## config.mk

```make
export PLATFORM = sky130hd
export DESIGN_NAME = mips_core
export DESIGN_NICKNAME = d
export VERILOG_FILES = /design/src/logic/core_pkg.sv /design/src/logic/stage_reg.sv /design/src/logic/fetch_stage.sv /design/src/logic/decode_stage.sv /design/src/logic/reg_file.sv /design/src/logic/execute_stage.sv /design/src/logic/memory_stage.sv /design/src/logic/mips_core.sv
export VERILOG_INCLUDE_DIRS = /design/src /design/src/logic
export SDC_FILE = /design/constraint.sdc
export NUM_CORES = 2
export LEC_CHECK = 0
export BUFFER_PORTS_ARGS = -buffer_cell sky130_fd_sc_hd__buf_2
export CELL_PAD_IN_SITES_DETAIL_PLACEMENT = 2
export CELL_PAD_IN_SITES_GLOBAL_PLACEMENT = 2
export CORE_MARGIN = 2
export CORE_UTILIZATION = 49
export CTS_BUF_LIST = sky130_fd_sc_hd__clkbuf_8
export DETAILED_ROUTE_END_ITERATION = 6
export GPL_TIMING_DRIVEN = 0
export PLACE_DENSITY = 0.95
export SETUP_SLACK_MARGIN = 0.15
export SLEW_MARGIN = 10
export SYNTH_ARGS = -nofsm -noshare
export SYNTH_HDL_FRONTEND = slang
export SYNTH_HIERARCHICAL = 1
export SYNTH_SLANG_ARGS = --single-unit
```

## constraint.sdc

```tcl
create_clock -name clk -period 8.8 [get_ports clk]
set_input_delay 0.88 -clock clk [delete_from_list [all_inputs] [get_ports clk]]
set_output_delay 0.88 -clock clk [all_outputs]
set_load 0.01 [all_outputs]
```

## src/logic/core_macros.svh

```systemverilog
`ifndef CORE_MACROS_SVH
`define CORE_MACROS_SVH

`define DATA_W          32
`define REG_ADDR_W      5
`define REG_COUNT       32

`define RESET_PC        32'h0000_0000
`define PC_STEP         32'd4

// opcodes
`define OP_SPECIAL      6'b000000
`define OP_ADDIU        6'b001001
`define OP_ANDI         6'b001100
`define OP_ORI          6'b001101
`define OP_LUI          6'b001111
`define OP_LW           6'b100011
`define OP_SW           6'b101011

// funct field of OP_SPECIAL
`define FUNCT_ADDU      6'b100001
`define FUNCT_SUBU      6'b100011
`define FUNCT_AND       6'b100100
`define FUNCT_OR        6'b100101
`define FUNCT_XOR       6'b100110
`define FUNCT_SLT       6'b101010

`endif

```

## src/logic/core_pkg.sv

```systemverilog
`include "core_macros.svh"

package core_pkg;

    typedef logic [`DATA_W-1:0]     word_t;
    typedef logic [`REG_ADDR_W-1:0] reg_addr_t;

    // ALU_ADD must stay zero so a bubble decodes as a harmless add
    typedef enum logic [2:0] {
        ALU_ADD = 3'd0,
        ALU_SUB = 3'd1,
        ALU_AND = 3'd2,
        ALU_OR  = 3'd3,
        ALU_XOR = 3'd4,
        ALU_SLT = 3'd5,
        ALU_LUI = 3'd6
    } alu_op_e;

    // fetch to decode
    typedef struct packed {
        word_t      pc;
        word_t      inst;
    } if_id_t;

    // decode to execute
    typedef struct packed {
        alu_op_e    alu_op;
        word_t      operand_1;
        word_t      operand_2;
        word_t      store_data;
        reg_addr_t  dest;
        logic       reg_write;
        logic       mem_read;
        logic       mem_write;
    } id_ex_t;

    // execute to memory
    typedef struct packed {
        word_t      result;
        word_t      store_data;
        reg_addr_t  dest;
        logic       reg_write;
        logic       mem_read;
        logic       mem_write;
    } ex_mem_t;

    // memory to writeback
    typedef struct packed {
        word_t      data;
        reg_addr_t  dest;
        logic       reg_write;
    } wb_t;

endpackage

```

## src/logic/stage_reg.sv

```systemverilog
`timescale 1ns/10ps

module stage_reg #(
    parameter type payload_t = core_pkg::word_t
) (
    input  logic     clk,
    input  logic     arst_n_i,

    input  logic     hold_i,
    input  logic     bubble_i,

    input  payload_t d_i,
    output payload_t q_o
);

    // an all-zero payload is a bubble: no write, no memory access
    always_ff @(posedge clk or negedge arst_n_i) begin
        if (!arst_n_i) begin
            q_o <= '0;
        end else if (!hold_i) begin
            if (bubble_i) begin
                q_o <= '0;
            end else begin
                q_o <= d_i;
            end
        end
    end

endmodule

```

## src/logic/fetch_stage.sv

```systemverilog
`timescale 1ns/10ps

`include "core_macros.svh"

module fetch_stage (
    input  logic            clk,
    input  logic            arst_n_i,

    input  logic            stall_i,

    output logic            rom_en_o,
    output core_pkg::word_t pc_o
);

    import core_pkg::*;

    word_t pc_next;

    assign pc_next = pc_o + `PC_STEP;

    always_ff @(posedge clk or negedge arst_n_i) begin
        if (!arst_n_i) begin
            rom_en_o <= 1'b0;
        end else begin
            rom_en_o <= 1'b1;
        end
    end

    // pc only moves once the rom is enabled
    always_ff @(posedge clk or negedge arst_n_i) begin
        if (!arst_n_i) begin
            pc_o <= `RESET_PC;
        end else if (rom_en_o && !stall_i) begin
            pc_o <= pc_next;
        end
    end

endmodule

```

## src/logic/decode_stage.sv

```systemverilog
`timescale 1ns/10ps

`include "core_macros.svh"

module decode_stage (
    input  core_pkg::if_id_t    id_i,

    // register file read ports
    output core_pkg::reg_addr_t rd_addr_1_o,
    output core_pkg::reg_addr_t rd_addr_2_o,
    input  core_pkg::word_t     rd_data_1_i,
    input  core_pkg::word_t     rd_data_2_i,

    // forwarding sources
    input  core_pkg::ex_mem_t   ex_fwd_i,
    input  core_pkg::wb_t       mem_fwd_i,

    output logic                load_use_o,
    output core_pkg::id_ex_t    ex_o
);

    import core_pkg::*;

    logic [5:0] opcode;
    logic [5:0] funct;
    reg_addr_t  rs;
    reg_addr_t  rt;
    reg_addr_t  rd;
    logic [15:0] imm;

    alu_op_e    alu_op;
    logic       use_imm;
    logic       sign_ext;
    logic       uses_rs;
    logic       uses_rt;
    logic       reg_write;
    logic       mem_read;
    logic       mem_write;
    reg_addr_t  dest;
    word_t      imm_ext;
    word_t      rs_val;
    word_t      rt_val;

    // newest producer wins, r0 is never forwarded
    function automatic word_t forward(reg_addr_t addr, word_t rf_data,
                                      ex_mem_t ex_src, wb_t mem_src);
        word_t val;
        val = rf_data;
        if (addr != '0 && ex_src.reg_write && ex_src.dest == addr) begin
            val = ex_src.result;
        end else if (addr != '0 && mem_src.reg_write && mem_src.dest == addr) begin
            val = mem_src.data;
        end
        return val;
    endfunction

    assign opcode = id_i.inst[31:26];
    assign rs     = id_i.inst[25:21];
    assign rt     = id_i.inst[20:16];
    assign rd     = id_i.inst[15:11];
    assign imm    = id_i.inst[15:0];
    assign funct  = id_i.inst[5:0];

    assign rd_addr_1_o = rs;
    assign rd_addr_2_o = rt;

    always_comb begin
        alu_op    = ALU_ADD;
        use_imm   = 1'b0;
        sign_ext  = 1'b1;
        uses_rs   = 1'b0;
        uses_rt   = 1'b0;
        reg_write = 1'b0;
        mem_read  = 1'b0;
        mem_write = 1'b0;
        dest      = rt;
        case (opcode)
            `OP_SPECIAL: begin
                uses_rs   = 1'b1;
                uses_rt   = 1'b1;
                dest      = rd;
                reg_write = 1'b1;
                case (funct)
                    `FUNCT_ADDU: alu_op = ALU_ADD;
                    `FUNCT_SUBU: alu_op = ALU_SUB;
                    `FUNCT_AND:  alu_op = ALU_AND;
                    `FUNCT_OR:   alu_op = ALU_OR;
                    `FUNCT_XOR:  alu_op = ALU_XOR;
                    `FUNCT_SLT:  alu_op = ALU_SLT;
                    // unsupported funct, nop
                    default:     reg_write = 1'b0;
                endcase
            end
            `OP_ADDIU: begin
                use_imm   = 1'b1;
                uses_rs   = 1'b1;
                reg_write = 1'b1;
            end
            `OP_ANDI: begin
                alu_op    = ALU_AND;
                use_imm   = 1'b1;
                sign_ext  = 1'b0;
                uses_rs   = 1'b1;
                reg_write = 1'b1;
            end
            `OP_ORI: begin
                alu_op    = ALU_OR;
                use_imm   = 1'b1;
                sign_ext  = 1'b0;
                uses_rs   = 1'b1;
                reg_write = 1'b1;
            end
            `OP_LUI: begin
                alu_op    = ALU_LUI;
                use_imm   = 1'b1;
                sign_ext  = 1'b0;
                reg_write = 1'b1;
            end
            `OP_LW: begin
                use_imm   = 1'b1;
                uses_rs   = 1'b1;
                reg_write = 1'b1;
                mem_read  = 1'b1;
            end
            `OP_SW: begin
                use_imm   = 1'b1;
                uses_rs   = 1'b1;
                uses_rt   = 1'b1;
                mem_write = 1'b1;
            end
            default: begin
                reg_write = 1'b0;
            end
        endcase
    end

    assign imm_ext = sign_ext ? {{16{imm[15]}}, imm} : {16'h0000, imm};

    assign rs_val = forward(rs, rd_data_1_i, ex_fwd_i, mem_fwd_i);
    assign rt_val = forward(rt, rd_data_2_i, ex_fwd_i, mem_fwd_i);

    // load data is only ready once the load leaves execute
    assign load_use_o = ex_fwd_i.mem_read && ex_fwd_i.dest != '0 &&
                        ((uses_rs && ex_fwd_i.dest == rs) ||
                         (uses_rt && ex_fwd_i.dest == rt));

    always_comb begin
        ex_o.alu_op     = alu_op;
        ex_o.operand_1  = rs_val;
        ex_o.operand_2  = use_imm ? imm_ext : rt_val;
        ex_o.store_data = rt_val;
        ex_o.dest       = dest;
        ex_o.reg_write  = reg_write;
        ex_o.mem_read   = mem_read;
        ex_o.mem_write  = mem_write;
    end

endmodule

```

## src/logic/reg_file.sv

```systemverilog
`timescale 1ns/10ps

`include "core_macros.svh"

module reg_file (
    input  logic                clk,
    input  logic                arst_n_i,

    input  core_pkg::reg_addr_t rd_addr_1_i,
    input  core_pkg::reg_addr_t rd_addr_2_i,
    output core_pkg::word_t     rd_data_1_o,
    output core_pkg::word_t     rd_data_2_o,

    input  core_pkg::wb_t       wb_i
);

    import core_pkg::*;

    word_t regs [`REG_COUNT];

    // r0 reads zero, a same-cycle write is seen at once
    function automatic word_t read_port(reg_addr_t addr, word_t stored, wb_t wb);
        word_t val;
        val = stored;
        if (addr == '0) begin
            val = '0;
        end else if (wb.reg_write && wb.dest == addr) begin
            val = wb.data;
        end
        return val;
    endfunction

    always_ff @(posedge clk or negedge arst_n_i) begin
        if (!arst_n_i) begin
            for (int i = 0; i < `REG_COUNT; i++) begin
                regs[i] <= '0;
            end
        end else if (wb_i.reg_write && wb_i.dest != '0) begin
            regs[wb_i.dest] <= wb_i.data;
        end
    end

    assign rd_data_1_o = read_port(rd_addr_1_i, regs[rd_addr_1_i], wb_i);
    assign rd_data_2_o = read_port(rd_addr_2_i, regs[rd_addr_2_i], wb_i);

endmodule

```

## src/logic/execute_stage.sv

```systemverilog
`timescale 1ns/10ps

module execute_stage (
    input  core_pkg::id_ex_t  ex_i,
    output core_pkg::ex_mem_t mem_o
);

    import core_pkg::*;

    word_t result;
    logic  less;

    // signed compare for slt
    assign less = $signed(ex_i.operand_1) < $signed(ex_i.operand_2);

    // lw and sw come in as ALU_ADD, so result is the address
    always_comb begin
        case (ex_i.alu_op)
            ALU_ADD: result = ex_i.operand_1 + ex_i.operand_2;
            ALU_SUB: result = ex_i.operand_1 - ex_i.operand_2;
            ALU_AND: result = ex_i.operand_1 & ex_i.operand_2;
            ALU_OR:  result = ex_i.operand_1 | ex_i.operand_2;
            ALU_XOR: result = ex_i.operand_1 ^ ex_i.operand_2;
            ALU_SLT: result = {31'b0, less};
            ALU_LUI: result = {ex_i.operand_2[15:0], 16'h0000};
            default: result = '0;
        endcase
    end

    always_comb begin
        mem_o.result     = result;
        mem_o.store_data = ex_i.store_data;
        mem_o.dest       = ex_i.dest;
        mem_o.reg_write  = ex_i.reg_write;
        mem_o.mem_read   = ex_i.mem_read;
        mem_o.mem_write  = ex_i.mem_write;
    end

endmodule

```

## src/logic/memory_stage.sv

```systemverilog
`timescale 1ns/10ps

module memory_stage (
    input  core_pkg::ex_mem_t mem_i,

    // data RAM, whole words only
    output logic              ram_en_o,
    output logic              ram_write_en_o,
    output core_pkg::word_t   ram_addr_o,
    output core_pkg::word_t   ram_write_data_o,
    input  core_pkg::word_t   ram_read_data_i,

    output core_pkg::wb_t     wb_o
);

    assign ram_en_o         = mem_i.mem_read | mem_i.mem_write;
    assign ram_write_en_o   = mem_i.mem_write;
    assign ram_addr_o       = mem_i.result;
    assign ram_write_data_o = mem_i.store_data;

    // load data replaces the address
    always_comb begin
        wb_o.data      = mem_i.mem_read ? ram_read_data_i : mem_i.result;
        wb_o.dest      = mem_i.dest;
        wb_o.reg_write = mem_i.reg_write;
    end

endmodule

```

## src/logic/mips_core.sv

```systemverilog
`timescale 1ns/10ps

module mips_core (
    input  logic            clk,
    input  logic            arst_n_i,

    // instruction ROM
    input  core_pkg::word_t rom_inst_i,
    output core_pkg::word_t rom_addr_o,
    output logic            rom_en_o,

    // data RAM
    output logic            ram_en_o,
    output logic            ram_write_en_o,
    output core_pkg::word_t ram_addr_o,
    output core_pkg::word_t ram_write_data_o,
    input  core_pkg::word_t ram_read_data_i
);

    import core_pkg::*;

    if_id_t    if_d;
    if_id_t    id_q;
    id_ex_t    id_ex_d;
    id_ex_t    ex_q;
    ex_mem_t   ex_mem_d;
    ex_mem_t   mem_q;
    wb_t       mem_wb_d;
    wb_t       wb_q;

    reg_addr_t rd_addr_1;
    reg_addr_t rd_addr_2;
    word_t     rd_data_1;
    word_t     rd_data_2;
    logic      load_use;

    assign if_d = '{pc: rom_addr_o, inst: rom_inst_i};

    fetch_stage fetch0 (
        .clk      (clk),
        .arst_n_i (arst_n_i),
        .stall_i  (load_use),
        .rom_en_o (rom_en_o),
        .pc_o     (rom_addr_o)
    );

    // nothing valid enters until the rom is enabled
    stage_reg #(.payload_t(if_id_t)) if_id_reg (
        .clk      (clk),
        .arst_n_i (arst_n_i),
        .hold_i   (load_use),
        .bubble_i (!rom_en_o),
        .d_i      (if_d),
        .q_o      (id_q)
    );

    decode_stage decode0 (
        .id_i        (id_q),
        .rd_addr_1_o (rd_addr_1),
        .rd_addr_2_o (rd_addr_2),
        .rd_data_1_i (rd_data_1),
        .rd_data_2_i (rd_data_2),
        .ex_fwd_i    (ex_mem_d),
        .mem_fwd_i   (mem_wb_d),
        .load_use_o  (load_use),
        .ex_o        (id_ex_d)
    );

    stage_reg #(.payload_t(id_ex_t)) id_ex_reg (
        .clk      (clk),
        .arst_n_i (arst_n_i),
        .hold_i   (1'b0),
        .bubble_i (load_use),
        .d_i      (id_ex_d),
        .q_o      (ex_q)
    );

    execute_stage execute0 (
        .ex_i  (ex_q),
        .mem_o (ex_mem_d)
    );

    stage_reg #(.payload_t(ex_mem_t)) ex_mem_reg (
        .clk      (clk),
        .arst_n_i (arst_n_i),
        .hold_i   (1'b0),
        .bubble_i (1'b0),
        .d_i      (ex_mem_d),
        .q_o      (mem_q)
    );

    memory_stage memory0 (
        .mem_i            (mem_q),
        .ram_en_o         (ram_en_o),
        .ram_write_en_o   (ram_write_en_o),
        .ram_addr_o       (ram_addr_o),
        .ram_write_data_o (ram_write_data_o),
        .ram_read_data_i  (ram_read_data_i),
        .wb_o             (mem_wb_d)
    );

    stage_reg #(.payload_t(wb_t)) mem_wb_reg (
        .clk      (clk),
        .arst_n_i (arst_n_i),
        .hold_i   (1'b0),
        .bubble_i (1'b0),
        .d_i      (mem_wb_d),
        .q_o      (wb_q)
    );

    reg_file reg_file0 (
        .clk         (clk),
        .arst_n_i    (arst_n_i),
        .rd_addr_1_i (rd_addr_1),
        .rd_addr_2_i (rd_addr_2),
        .rd_data_1_o (rd_data_1),
        .rd_data_2_o (rd_data_2),
        .wb_i        (wb_q)
    );

endmodule

```

==> impl_summary.md, run 1 <==
Placement
The wire-length estimate of the detail-placed layout is a little over 300000 um. Buffers placed on the I/O ports in this run total approximately 160. The placer congestion estimate is about 1.1.

The worst-case setup slack after placement is 2.55 ns.

Clock network
The H-tree was split into 4 levels. The number of clock buffers added by TritonCTS is about 230. The longest clock path from root to sink contains 3 buffers. The post-cts resize count is 0. The buffer cell driving the clock tree root is clkbuf_8. Once the clock tree was built, the setup fixing pass inserted 0 buffers.

Floorplanning
The die is roughly 400 um wide. The total number of placement rows is 144. The vertical die dimension is 399 um. For this configuration, the core starts out at a cell density of 0.494. In this run the count of I/O pins placed on the die edge is roughly 170.

Global routing
The aggregate global-route resource usage is 0.695. The global route total overflow is 11. The pin count of the biggest net entering global routing is ~150.

Synthesis
A synthesized cell averages between 10 and 15 um2. The mapped netlist covers around 76000 um2. For this run, the number of Yosys warnings is 6. Synthesis produced a netlist whose cell count is 6391.

Run status
The stage where the run came to a stop is global routing. The tool reported: "[ERROR GRT-0232] Routing congestion too high. Check the congestion heatmap in the GUI". The run stopped with a tool error.
-- stage by stage --
step                      instance area [um2]  instances  hold slack [ns]
after detailed placement                80200       8618            0.458
after floorplan                         76400       6400            0.441
after global placement                  79800       8606            0.457
after CTS                               84900       9033           0.0446
-- metal layers --
metal  GRT overflow  GRT usage
met5              0      0.296
met4              4      0.707
met3              1      0.511
met2              5      0.881
met1              1      0.684
-- what timing repair did --
action / 4_1_cts
hold buffers: 1
hold endpoints to repair: 78
endpoints found under the setup margin: 0
==> run 2: changes to the inputs <==
- CELL_PAD_IN_SITES_DETAIL_PLACEMENT: 2 -> not set
- CELL_PAD_IN_SITES_GLOBAL_PLACEMENT: 2 -> not set
- CORE_UTILIZATION: 49 -> 40
- CTS_BUF_LIST: sky130_fd_sc_hd__clkbuf_8 -> not set
- PLACE_DENSITY: 0.95 -> not set
- PLACE_DENSITY_LB_ADDON: not set -> 0.15
- SETUP_SLACK_MARGIN: 0.15 -> not set
==> impl_summary.md, run 2 <==
STA
The final clock skew is about 0.047 ns. In this run the tightest slew margin relative to its limit is -0.0187. Timing would allow up to approximately 150 MHz.

The pin slew with the least headroom to its limit is between 1.5 and 2 ns. The hold violation count in the final report is 0. The clock period could shrink to around 6.9 ns. The accumulated negative setup slack is 0 ns. The max-slew violation count is 8.

The count of final setup violators is 0. After layout, the worst setup slack is around 2 ns. Setup repair after global routing left no endpoint under its margin.

Dividing the final minimum period by the clock period gives 0.779.

Clock network
The post-CTS setup buffer count is 0. The H-tree depth reported by CTS is 4. The buffer cell driving the clock tree root is clkbuf_16.

The number of sinks handled by clock tree synthesis is 1304. The CTS tree is built. Buffers inserted during clock tree synthesis total approximately 160. After clock tree synthesis, the clock-pin slew on the worst setup and hold paths is around 0.060 ns. The longest clock path from root to sink contains 3 buffers.

The post-cts resize count is 0. At the later pin of the worst-skew pair, clock insertion delay measures approximately 0.84 ns.

Placement
The number of placed instances, taps included, is slightly above 9000. Timing analysis after detailed placement gives a worst setup slack of between 2 and 2.5 ns. The estimated wirelength of the detail-placed design is ~260000 um. The congestion estimate from routability-driven global placement came to a little over 1. The number of input and output port buffers inserted is 162.

Global routing
The first global-routing pass estimated about 470000 um of wire. Across every metal layer, demand over resource in global routing totals 0.353. After global routing the overflow that remains totals 0. The pin count of the biggest net entering global routing is 149.

The via count of the first global-routing pass is 57500. The number of antenna violations at the first check in global routing was 12.

Hold path
The startpoint identified for the worst hold timing path is rom_inst_i[25]. The worst hold path stage count is 3. The hold-critical path endpoint is if_id_reg/q_o[25]. The worst hold path belongs to the class in2reg.

Critical path
The slowest stage of the critical path is the a31oi_1 cell. The largest delay contributor family on the critical path is compound AO/OA/AOI/OAI gates. The type of the setup path with the least slack is reg2reg. The critical path startpoint category is a flop. The count of cells along the worst register-to-register path is 13. The cell seen most often among critical-path stages is o21ai_0. The minimum setup slack among reg-to-reg paths is 1.95 ns. For this run, the slowest stage of the critical path takes 1.06 ns.

The worst setup path is captured at a flop. The worst endpoint required time is 9.51 ns. The startpoint identified for the worst register-to-register timing path is if_id_reg/q_o[20]. The first element of the critical path is if_id_reg/q_o[20]. The largest driver fanout on the critical path is 10. The data arrival time at the worst-slack endpoint is roughly 7.6 ns. Walking the worst path, the cells encountered are buf_4, buf_2, inv_1, nor2_1, clkbuf_1, a22oi_1, a21oi_1, a221o_1, o21ai_0, a31oi_1, mux2_2, nand2b_1, o21ai_0.

The combined buffer and inverter count along the critical path is 4. The worst register-to-register path ends at id_ex_reg/q_o[40].

Synthesis
The cell area that synthesis handed to floorplanning was roughly 76000 um2. In this run the mean area of a mapped cell was ~12 um2. Synthesis handed over a netlist of approximately 6400 instances. Yosys printed 6 warnings.

Pwr
The worst-case IR drop observed on VDD is 0.206 mV. Summed over all nets, the switching power comes to between 4000 and 5000 uW. The analysis attributes to cell leakage a power of around 0.038 uW. Of the total power, registers draw 0.415. Of the total power, the share spent switching nets is 0.302. The overall power consumption is between 15000 and 20000 uW. The total internal power is between 10000 and 15000 uW. The share of power burned in the clock network is 0.428. The portion of total power attributed to combinational logic is 0.157. The power per cell area is about 180 nW/um2.

Cells and area
The register with the most flip-flops in the layout has about 1000 of them. The net count of the finished layout is between 6000 and 7000. The library cell used most frequently in the layout, excluding fill and tap cells, is dfrtp_1.

In the layout the commonest cells are dfrtp_1 (1304), mux2_2 (1021), nand2_1 (415). The fraction of layout instances using a drive strength above 1 is 0.344. reg_file0/regs holds more flip-flops than any other register. The area occupied by multi-input gates is 39300 um2.

In the final layout, the registers with the most flip-flops are reg_file0/regs (1024), id_ex_reg/q_o (107), ex_mem_reg/q_o (72). For this run, the share of the core covered by cells in the final layout is 0.453. The layout overhead on the synthesized area is 12.7%. The non-filler instance count after layout is 9375.

The flip-flop and latch area is 32600 um2. Counting the fill cells in the layout gives ~18000.

Route
After detailed routing, the average wire length per cell comes to about 37 um. The count of nets left with antenna violations after detail routing is 0. The highest layer used for signal routing is met5. The met1 wire length is around 130000 um. Wire segments on met2 add up to 152000 um in the final route. The via density per instance is 6.29. The pre-antenna-repair detailed-routing pass consisted of 7 iterations. The post-route DRC violation count is 1.

The routed layout has approximately 60000 vias. The number of design-rule violations left by the first detailed-router iteration is between 7000 and 8000. After detailed routing, the total wire length is approximately 350000 um.

The amount of wire on met3 after detailed routing is about 36000 um.

Floorplanning
In this run the horizontal extent of the chip is roughly 440 um. For this configuration, the core starts out at a cell density of 0.402. Pin placement for this block handled between 150 and 200 I/O pins.

The vertical die dimension is 441 um. The floorplan step defined a die boundary enclosing 194000 um2. Row generation in the floorplan step produced 160 rows. The total core area is between 150000 and 200000 um2.

Job
The total of max-cap violations is 2.

Run status
The run finished, with violations left. The checks that failed: DRC, capacitance limit, slew limit.
run 2: stage by stage:
step	hold WS, ns	area, um2
floorplan	0.441	76400
global placement	0.455	80300
detailed placement	0.468	80900
CTS	0.237	86000
global route	0.274	86000
finish	0.302	86000
run 2: routing by layer:
layer / up-vias / GRT usage
met4: 6 / 0.227
met3: 845 / 0.106
met2: 3227 / 0.528
met5: - / 0
met1: 30800 / 0.445
li1: 24200 / -
run 2: area by class of cell:
class / count / area share
Multi-Input combinational cell: 4242 / 0.457
Sequential cell: 1304 / 0.379
Clock buffer: 236 / 0.0540
Buffer: 749 / 0.0488
Tap cell: 2511 / 0.0365
Timing Repair Buffer: 184 / 0.0149
Clock inverter: 38 / 0.00482
Inverter: 105 / 0.00464
Antenna cell: 6 / 0.000175
run 2: how the worst max path moves through the flow:
stage / end / depth (start not counted)
global placement: reg_file0/regs[216] / 1
detailed placement: id_ex_reg/q_o[40] / 13
global route: id_ex_reg/q_o[40] / 13
floorplan: id_ex_reg/q_o[40] / 17
CTS: id_ex_reg/q_o[40] / 13
finish: id_ex_reg/q_o[40] / 13
run 2: worst reg2reg max path, stage by stage, from the launching register on:
cell      delay [ns]
dfrtp_1         0.63
buf_4           0.21
buf_2           0.40
inv_1           0.51
nor2_1          1.04
clkbuf_1        1.01
a22oi_1         0.47
a21oi_1         0.40
a221o_1         0.29
o21ai_0         0.13
a31oi_1         1.06
mux2_2          0.35
nand2b_1        0.07
o21ai_0         0.17
run 2: power groups by stage:
stage | Combinational (uW) | Clock (uW) | Sequential (uW)
finish | 2390 | 6510 | 6320
global route | 2500 | 6860 | 6320
CTS | 2310 | 6620 | 6310
detailed placement | 2300 | 0 | 6420
global placement | 2270 | 0 | 6430
floorplan | 1280 | 0 | 6320
run 2: repair_timing:
| item | in CTS | in global routing |
|---|---|---|
| hold buffers | 1 | 0 |
| hold endpoints to repair | 20 | 0 |
| setup endpoints to repair | 0 | 0 |
Power figures use the tool's default switching activity.
